File: config.mk
export PLATFORM = sky130hd
export DESIGN_NAME = rob_core_top
export DESIGN_NICKNAME = d
export VERILOG_FILES = /design/src/rob_pkg.sv /design/src/rob_core_top.sv /design/src/commit_unit.sv /design/src/rob_buffer.sv /design/src/dispatch_unit.sv
export SDC_FILE = /design/constraint.sdc
export NUM_CORES = 2
export LEC_CHECK = 0
export ABC_CLOCK_PERIOD_IN_PS = 19900
export BUFFER_PORTS_ARGS = -buffer_cell sky130_fd_sc_hd__buf_2
export CAP_MARGIN = 20
export CORE_MARGIN = 10
export CORE_UTILIZATION = 32
export CTS_CLUSTER_DIAMETER = 100
export CTS_CLUSTER_SIZE = 25
export DETAILED_ROUTE_END_ITERATION = 16
export PLACE_DENSITY = 0.58
export SLEW_MARGIN = 20
export SYNTH_ARGS = -nofsm -noshare
export SYNTH_HDL_FRONTEND = slang
export SYNTH_SLANG_ARGS = --single-unit
File: constraint.sdc
create_clock -name clk -period 19.9 [get_ports clk]
set_input_delay 5.97 -clock clk [delete_from_list [all_inputs] [get_ports clk]]
set_output_delay 5.97 -clock clk [all_outputs]
set_load 0.01 [all_outputs]
File: src/rob_pkg.sv
`default_nettype none

package rob_pkg;

    localparam int ROB_DEPTH = 16;                 // Buffer entries
    localparam int TAG_W     = $clog2(ROB_DEPTH);  // 4-bit tag
    localparam int CNT_W     = TAG_W + 1;          // Occupancy counts up to ROB_DEPTH
    localparam int XLEN      = 32;                 // Data and address width

    // RV32 major opcodes, inst[6:0]
    localparam logic [6:0] OPC_LUI    = 7'b0110111;
    localparam logic [6:0] OPC_AUIPC  = 7'b0010111;
    localparam logic [6:0] OPC_OP_IMM = 7'b0010011;
    localparam logic [6:0] OPC_OP     = 7'b0110011;
    localparam logic [6:0] OPC_LOAD   = 7'b0000011;
    localparam logic [6:0] OPC_STORE  = 7'b0100011;
    localparam logic [6:0] OPC_BRANCH = 7'b1100011;
    localparam logic [6:0] OPC_JAL    = 7'b1101111;
    localparam logic [6:0] OPC_JALR   = 7'b1100111;

    localparam logic [XLEN-1:0] MRET_INST = 32'h3020_0073;  // Full mret encoding

    typedef logic [TAG_W-1:0] tag_t;  // Buffer slot index
    typedef logic [CNT_W-1:0] cnt_t;  // Occupancy

    typedef enum logic [2:0] {
        OP_ALU,      // Integer ops, lui, auipc
        OP_LOAD,
        OP_STORE,
        OP_BRANCH,   // Conditional branches and jumps
        OP_MRET,
        OP_ILLEGAL   // Unknown encoding, traps at commit
    } opcode_e;

    typedef enum logic [1:0] {
        CAUSE_ILLEGAL,
        CAUSE_DIV_ZERO,
        CAUSE_MEM_FAULT
    } cause_e;

    typedef struct packed {
        logic            busy;       // Slot holds a live instruction
        logic            ready;      // Result present, may retire
        opcode_e         opcode;
        logic            reg_write;  // Writes rd at commit
        logic            mem_write;  // Store, addr reported at commit
        logic [4:0]      rd;
        logic [XLEN-1:0] pc;
        logic [XLEN-1:0] value;      // Result, or target for a branch
        logic [XLEN-1:0] addr;       // Memory address from the LSU
        logic            exception;
        cause_e          cause;
    } rob_entry_t;                   // 111 bits

    typedef struct packed {
        logic            done;       // Report valid this cycle
        tag_t            tag;
        logic [XLEN-1:0] value;
        logic [XLEN-1:0] addr;
        logic            exception;
        cause_e          cause;
    } exec_result_t;                 // 72 bits

    typedef struct packed {
        logic            valid;      // Misprediction this cycle
        tag_t            tag;        // Tag of the branch
        logic [XLEN-1:0] target;     // Corrected target
    } redirect_t;                    // 37 bits

    typedef struct packed {
        logic            valid;
        logic [4:0]      rd;
        logic            reg_write;
        logic            mem_write;
        logic [XLEN-1:0] value;
        logic [XLEN-1:0] addr;
    } commit_t;                      // 72 bits

endpackage

`default_nettype wire
File: src/rob_core_top.sv
`default_nettype none

module rob_core_top (
    input  logic                       clk,
    input  logic                       rst,
    input  logic                       inst_valid,
    input  logic [rob_pkg::XLEN-1:0]   inst,
    input  logic [rob_pkg::XLEN-1:0]   pc,
    input  rob_pkg::exec_result_t      alu_result,
    input  rob_pkg::exec_result_t      lsu_result,
    input  rob_pkg::redirect_t         redirect,
    output logic [rob_pkg::TAG_W-1:0]  alloc_tag,
    output logic                       rob_full,
    output rob_pkg::commit_t           commit,
    output logic                       trap,
    output logic [rob_pkg::XLEN-1:0]   epc,
    output rob_pkg::cause_e            cause,
    output logic                       mret
);

    logic                alloc_valid;  // Dispatch into buffer
    rob_pkg::rob_entry_t alloc_entry;
    rob_pkg::rob_entry_t head_entry;   // Oldest slot to commit
    logic                retire;       // Commit pops head
    logic                flush_all;    // Trap clears buffer

    dispatch_unit dispatch_i (
        .clk         (clk),
        .rst         (rst),
        .inst_valid  (inst_valid),
        .inst        (inst),
        .pc          (pc),
        .rob_full    (rob_full),
        .alloc_valid (alloc_valid),
        .alloc_entry (alloc_entry)
    );

    rob_buffer buffer_i (
        .clk         (clk),
        .rst         (rst),
        .alloc_valid (alloc_valid),
        .alloc_entry (alloc_entry),
        .alu_result  (alu_result),
        .lsu_result  (lsu_result),
        .redirect    (redirect),
        .retire      (retire),
        .flush_all   (flush_all),
        .alloc_tag   (alloc_tag),
        .rob_full    (rob_full),
        .head_entry  (head_entry)
    );

    commit_unit commit_i (
        .clk        (clk),
        .rst        (rst),
        .head_entry (head_entry),
        .retire     (retire),
        .flush_all  (flush_all),
        .commit     (commit),
        .trap       (trap),
        .epc        (epc),
        .cause      (cause),
        .mret       (mret)
    );

endmodule

`default_nettype wire

File: src/commit_unit.sv
`default_nettype none

module commit_unit (
    input  logic                      clk,
    input  logic                      rst,
    input  rob_pkg::rob_entry_t       head_entry,
    output logic                      retire,
    output logic                      flush_all,
    output rob_pkg::commit_t          commit,
    output logic                      trap,
    output logic [rob_pkg::XLEN-1:0]  epc,
    output rob_pkg::cause_e           cause,
    output logic                      mret
);

    logic [rob_pkg::XLEN-1:0] arf [32];  // Architectural register file
    logic                     is_mret;   // Head is a clean mret
    logic                     is_normal; // Head writes back or stores

    assign retire    = head_entry.busy && head_entry.ready;
    assign flush_all = retire && head_entry.exception;  // Trap empties the buffer
    assign is_mret   = retire && !head_entry.exception &&
                       (head_entry.opcode == rob_pkg::OP_MRET);
    assign is_normal = retire && !head_entry.exception &&
                       (head_entry.opcode != rob_pkg::OP_MRET);

    always_ff @(posedge clk) begin
        if (rst) begin
            commit.valid <= 1'b0;
        end else begin
            commit.valid <= is_normal;                 // One cycle per retired entry
            if (is_normal) begin
                commit.rd        <= head_entry.rd;
                commit.reg_write <= head_entry.reg_write;
                commit.mem_write <= head_entry.mem_write;
                commit.value     <= head_entry.value;
                commit.addr      <= head_entry.addr;   // Store address for memory
            end
        end
    end

    always_ff @(posedge clk) begin
        if (rst) begin
            trap <= 1'b0;
            mret <= 1'b0;
        end else begin
            trap <= flush_all;
            mret <= is_mret;
            if (flush_all) begin
                epc   <= head_entry.pc;                // Held until the next trap
                cause <= head_entry.cause;
            end
        end
    end

    // x0 stays hardwired to zero
    always_ff @(posedge clk) begin
        if (is_normal && head_entry.reg_write && (head_entry.rd != 5'd0)) begin
            arf[head_entry.rd] <= head_entry.value;
        end
    end

    a_trap_excl_commit: assert property (
        @(posedge clk) disable iff (rst)
        !(trap && commit.valid)
    ) else $error("trap and commit in the same cycle");

endmodule

`default_nettype wire

File: src/rob_buffer.sv
`default_nettype none

module rob_buffer (
    input  logic                       clk,
    input  logic                       rst,
    input  logic                       alloc_valid,
    input  rob_pkg::rob_entry_t        alloc_entry,
    input  rob_pkg::exec_result_t      alu_result,
    input  rob_pkg::exec_result_t      lsu_result,
    input  rob_pkg::redirect_t         redirect,
    input  logic                       retire,
    input  logic                       flush_all,
    output logic [rob_pkg::TAG_W-1:0]  alloc_tag,
    output logic                       rob_full,
    output rob_pkg::rob_entry_t        head_entry
);

    rob_pkg::rob_entry_t entries [rob_pkg::ROB_DEPTH];  // Circular slot store

    rob_pkg::tag_t head;        // Oldest entry
    rob_pkg::tag_t tail;        // Next free slot
    rob_pkg::cnt_t count;       // Live entries
    rob_pkg::cnt_t count_base;  // Count after alloc or truncation
    rob_pkg::cnt_t count_next;
    rob_pkg::tag_t br_off;      // Branch distance from head

    logic [rob_pkg::ROB_DEPTH-1:0] alu_hit;  // Per-slot completion match
    logic [rob_pkg::ROB_DEPTH-1:0] lsu_hit;
    logic [rob_pkg::ROB_DEPTH-1:0] younger;  // Behind the redirected branch

    assign alloc_tag  = tail;  // Tag handed out in the dispatch cycle
    assign rob_full   = (count == rob_pkg::cnt_t'(rob_pkg::ROB_DEPTH));
    assign head_entry = entries[head];

    assign br_off = redirect.tag - head;

    // Slot match vectors
    always_comb begin
        for (int i = 0; i < rob_pkg::ROB_DEPTH; i++) begin
            alu_hit[i] = alu_result.done && entries[i].busy &&
                         (alu_result.tag == rob_pkg::tag_t'(i));  // Stale tags fall out here
            lsu_hit[i] = lsu_result.done && entries[i].busy &&
                         (lsu_result.tag == rob_pkg::tag_t'(i));
            younger[i] = entries[i].busy &&
                         ((rob_pkg::tag_t'(i) - head) > br_off);  // Age by distance from head
        end
    end

    // Occupancy
    always_comb begin
        if (redirect.valid) begin
            count_base = {1'b0, br_off} + rob_pkg::cnt_t'(1);  // Head through branch
        end else begin
            count_base = count + {{rob_pkg::TAG_W{1'b0}}, alloc_valid};
        end
        count_next = count_base - {{rob_pkg::TAG_W{1'b0}}, retire};
    end

    always_ff @(posedge clk) begin
        if (rst || flush_all) begin  // Trap flush wins over everything
            head  <= '0;
            tail  <= '0;
            count <= '0;
            for (int i = 0; i < rob_pkg::ROB_DEPTH; i++) begin
                entries[i].busy  <= 1'b0;
                entries[i].ready <= 1'b0;
            end
        end else begin
            for (int i = 0; i < rob_pkg::ROB_DEPTH; i++) begin
                if (alu_hit[i]) begin
                    entries[i].value     <= alu_result.value;
                    entries[i].addr      <= alu_result.addr;
                    entries[i].exception <= alu_result.exception;
                    entries[i].cause     <= alu_result.cause;
                    entries[i].ready     <= 1'b1;
                end
                if (lsu_hit[i]) begin
                    entries[i].value     <= lsu_result.value;
                    entries[i].addr      <= lsu_result.addr;
                    entries[i].exception <= lsu_result.exception;
                    entries[i].cause     <= lsu_result.cause;
                    entries[i].ready     <= 1'b1;
                end
                if (redirect.valid && younger[i]) begin
                    entries[i].busy  <= 1'b0;  // Wrong-path, squash
                    entries[i].ready <= 1'b0;
                end
            end
            if (redirect.valid) begin
                entries[redirect.tag].value <= redirect.target;  // Branch commits its target
                entries[redirect.tag].ready <= 1'b1;
                tail <= redirect.tag + rob_pkg::tag_t'(1);       // Same-cycle dispatch lost
            end else if (alloc_valid) begin
                entries[tail] <= alloc_entry;
                tail          <= tail + rob_pkg::tag_t'(1);
            end
            if (retire) begin
                entries[head].busy  <= 1'b0;  // Pop oldest
                entries[head].ready <= 1'b0;
                head                <= head + rob_pkg::tag_t'(1);
            end
            count <= count_next;
        end
    end

    // Execution units never finish the same instruction twice in one cycle
    a_distinct_tags: assert property (
        @(posedge clk) disable iff (rst)
        (alu_result.done && lsu_result.done) |-> (alu_result.tag != lsu_result.tag)
    ) else $error("alu and lsu report the same tag");

    // Commit may only pop a live, finished head
    a_retire_ready: assert property (
        @(posedge clk) disable iff (rst)
        retire |-> (head_entry.busy && head_entry.ready)
    ) else $error("retire of a head that is not busy and ready");

    a_count_bound: assert property (
        @(posedge clk) disable iff (rst)
        count <= rob_pkg::cnt_t'(rob_pkg::ROB_DEPTH)
    ) else $error("occupancy above ROB_DEPTH");

endmodule

`default_nettype wire

File: src/dispatch_unit.sv
`default_nettype none

module dispatch_unit (
    input  logic                      clk,
    input  logic                      rst,
    input  logic                      inst_valid,
    input  logic [rob_pkg::XLEN-1:0]  inst,
    input  logic [rob_pkg::XLEN-1:0]  pc,
    input  logic                      rob_full,
    output logic                      alloc_valid,
    output rob_pkg::rob_entry_t       alloc_entry
);

    rob_pkg::opcode_e op;  // Decoded class

    // Major opcode to instruction class
    always_comb begin
        if (inst == rob_pkg::MRET_INST) begin  // Whole word match, not just SYSTEM
            op = rob_pkg::OP_MRET;
        end else begin
            case (inst[6:0])
                rob_pkg::OPC_LUI,
                rob_pkg::OPC_AUIPC,
                rob_pkg::OPC_OP_IMM,
                rob_pkg::OPC_OP:     op = rob_pkg::OP_ALU;
                rob_pkg::OPC_LOAD:   op = rob_pkg::OP_LOAD;
                rob_pkg::OPC_STORE:  op = rob_pkg::OP_STORE;
                rob_pkg::OPC_BRANCH,
                rob_pkg::OPC_JAL,
                rob_pkg::OPC_JALR:   op = rob_pkg::OP_BRANCH;
                default:             op = rob_pkg::OP_ILLEGAL;  // Other SYSTEM too
            endcase
        end
    end

    assign alloc_valid = inst_valid && !rob_full;  // Dropped while the buffer is full

    always_comb begin
        alloc_entry           = '0;                 // Value and addr filled at completion
        alloc_entry.busy      = 1'b1;
        alloc_entry.opcode    = op;
        alloc_entry.rd        = inst[11:7];         // Raw field, ignored unless reg_write
        alloc_entry.pc        = pc;
        alloc_entry.reg_write = (op == rob_pkg::OP_ALU) || (op == rob_pkg::OP_LOAD);
        alloc_entry.mem_write = (op == rob_pkg::OP_STORE);
        alloc_entry.cause     = rob_pkg::CAUSE_ILLEGAL;
        if (op == rob_pkg::OP_ILLEGAL) begin
            alloc_entry.ready     = 1'b1;           // Decode exception, nothing to execute
            alloc_entry.exception = 1'b1;
        end
        if (op == rob_pkg::OP_MRET) begin
            alloc_entry.ready = 1'b1;               // No unit reports for mret
        end
    end

    // Upstream must hold off dispatch while the buffer reports full
    a_no_dispatch_when_full: assert property (
        @(posedge clk) disable iff (rst)
        inst_valid |-> !rob_full
    ) else $error("dispatch presented while rob_full is high");

endmodule

`default_nettype wire

==> flow_metrics.py <==
metrics = {
    "setup_path": {
        "crit_type": "input port to flop",
        "arrival_ns": 10.90,
        "crit_path_end_kind": "flop",
        "required_ns": 20.48,
        "start_kind": "input port",
        "worstPathMaxFanout": 89,
    },
    "drt": {
        "vias": 67200,
        "drtAntennaViolNets": 0,
        "routedWlPerCell_um": 31.1,
        "viasPerCell": 5.99,
        "drc": 0,
        "first_pass_iters": 8,
        "wl_met3_mm": 44.3,
        "drt_iter0_markers": 10300,
        "top_layer_used": "met5",
        "routed_wl_mm": 349,
        "wl_met2_mm": 158,
        "met1Wirelength_mm": 128,
    },
    "synth": {
        "synth_nets": 7717,
        "synthArstFlopShare_pct": 0,
        "yosysTopAreaCellShare_pct": 59.2,
        "syn_inst": 7437,
        "synth_edf_count": 1849,
        "synth-seq-area-share_pct": 60.3,
        "yosys_register_bits": 1901,
        "syn_area_mm2": 0.0937,
        "synth.distinct_cells": 84,
        "yosysWarnings": 0,
        "yosys.area.top_type": "edfxtp_1",
        "syn_avg_cell_area_um2": 12.6,
        "yosys_most_used_dff": "edfxtp_1",
        "synthTopCellsByArea": "edfxtp_1 (59%), mux4_2 (13%), nand2_1 (6.5%)",
    },
    "grt": {
        "grt_pass1_wl_mm": 491,
        "grt_max_degree": 153,
        "grt_usage_pct": 21.2,
        "first_global_vias": 65800,
        "grt_antenna_before_repair": 121,
        "grt_overflow": 0,
    },
    "clocking": {
        "clk_latency_ns": 0.84,
        "post_cts_buffers": 0,
        "cts.sinks": 1901,
        "cts_buffers": 96,
        "cts_tree": "yes",
        "clk_path_buf_depth": 3,
        "cts_hold_buf": 0,
        "cts_root_buffer": "clkbuf_16",
        "cts_resized": 0,
        "htree_levels": 3,
        "clk_pin_slew_ns": 0.09,
    },
    "cells_and_area": {
        "nNetsFinal": 7503,
        "mostFrequentLayoutCells": "edfxtp_1 (1849), nand2_1 (1596), a21oi_1 (756), mux4_2 (533), buf_2 (361)",
        "drive_gt1_share_pct": 20.7,
        "area_growth_pct": 9.01,
        "fin_area_mm2": 0.102,
        "final_common_cell": "edfxtp_1",
    },
    "sta": {
        "finalCriticalPeriod_ns": 10.32,
        "timing.final.crit_share_pct": 51.9,
        "tightest_slew_ns": 1.30,
        "maxSlewViolCount": 0,
        "rsz0062_at_grt": "false",
        "setup_viol": 0,
        "setup_tns_ns": 0,
        "finalHoldViolations": 0,
        "fin_worst_skew_ns": 0.106,
        "slew_headroom_pct": 13.6,
        "clock.fmax_ghz": 0.0969,
    },
    "power": {
        "power.total_uw": 7310,
        "p_leak_uw": 0.0321,
        "intPower_uw": 5560,
        "seqPwrFrac_pct": 60.4,
        "power.share.clock_pct": 33.5,
        "ir_drop_mv": 0.0793,
        "switching_power_uw": 1750,
        "switching_share_pct": 23.9,
        "p_comb_share_pct": 6.2,
        "p_per_area_mw_per_mm2": 71.5,
    },
    "outcome": {
        "status": "completed",
    },
    "floorplan": {
        "die_y_um": 561,
        "die_x_um": 561,
        "core_area_mm2": 0.291,
        "die_area_mm2": 0.315,
        "io_pins": 361,
        "rows": 198,
        "start_util_pct": 32.2,
    },
    "placement": {
        "numPortBuffers": 360,
        "gp_routability_congestion": 0.879,
        "hpwl_mm": 187,
        "place_area_mm2": 0.0988,
    },
    "hold_path": {
        "min_path_type": "flop to flop",
    },
    "run": {
        "maxCapViolCount": 0,
    },
}
## Yosys cell counts (8+ instances only)
library cell	count
edfxtp_1	1849
nand2_1	1612
a21oi_1	759
mux4_2	533
clkbuf_1	505
nand3_1	309
nor2_1	233
o21ai_0	221
mux2_2	200
buf_2	187
a31oi_1	174
and2_1	133
buf_1	112
a22oi_1	97
a211oi_1	60
dfxtp_1	52
a22o_1	35
ha_1	31
inv_1	29
xnor2_1	26
nand2b_1	20
nor2b_1	19
o21ai_1	16
and3_1	15
buf_4	15
maj3_1	15
nor3_1	12
nand2_2	8
nand4_1	8
nor4b_1	8
xor2_1	8
## worst paths after layout
path / start / to / slack (ns) / depth (start not counted)
worst min-delay path: buffer_i.entries[5][109] / buffer_i.entries[5][109] / 0.52 / 2
worst min register to register: buffer_i.entries[5][109] / buffer_i.entries[5][109] / 0.52 / 2
worst max-delay path: redirect[32] / buffer_i.entries[0][42] / 9.58 / 17
worst max register to register: flop / buffer_i.entries[13][41] / 12.91 / 11
## per-layer routing
| metal | track usage (%) | up-vias |
|---|---|---|
| met4 | 9.60 | 68 |
| met1 | 27.5 | 33800 |
| li1 | - | 27300 |
| met3 | 6.08 | 1089 |
| met5 | 0 | - |
| met2 | 32.9 | 4950 |
## flip-flops by register name (all words and copies together), names as in the netlist, named ones only
signal / cells
commit_i.commit: 72
buffer_i.entries: 1776
buffer_i.alloc_tag: 4
buffer_i.count: 5
commit_i.epc: 32
commit_i.cause: 2
commit_i.trap: 1
commit_i.mret: 1
buffer_i.head: 4
## stage by stage
stage	setup WS, ns	hold slack [ns]	std cells	utilization, %
2_1_floorplan	9.43	0.465	7437	-
3_3_place_gp	8.87	0.500	11000	33.9
5_1_grt	9.29	0.560	11200	35.1
6_report	9.58	0.521	11200	35.1
3_5_place_dp	8.88	0.502	11000	33.9
4_1_cts	9.72	0.516	11200	35.0
## power groups by stage
stage | sequential [uW] | combinational [uW] | clock [uW]
final | 4410 | 450 | 2450
after global routing | 4420 | 485 | 2600
after CTS | 4410 | 441 | 2470
after detailed placement | 4510 | 439 | 0
after global placement | 4500 | 426 | 0
after floorplan | 4500 | 288 | 0
## worst max-delay path, cell delays in order
cell and delay (ns):
buf_2 0.14, inv_1 0.11, ha_1 0.17, inv_1 0.06, fa_1 0.54, inv_1 0.12, ha_1 0.34, nor2b_1 0.24
a2bb2oi_1 0.26, maj3_1 0.25, maj3_1 0.22, a22o_1 0.16, o31a_2 0.14, buf_4 0.78, buf_4 0.89, nand3_1 0.16
a31oi_1 0.23
## final cells by class
class / count / area [um2]
Timing Repair Buffer: 512 / 3030
Clock buffer: 126 / 2550
Multi-Input combinational cell: 4682 / 34300
Sequential cell: 1901 / 56600
Tap cell: 3900 / 4880
Inverter: 30 / 113
Clock inverter: 41 / 657
Antenna cell: 31 / 77.6
Fill cell: 28100 / 189000
## cell families after synthesis
logic type	count (synthesis)	synth area share, %
simple gates	2427	11.0
compound gates	1435	8.72
mux	739	15.3
flops	1901	60.3
buf+inv	854	3.76
xor+xnor	34	0.318
fa+ha+maj	47	0.595
(Power assumes the default switching activity.)
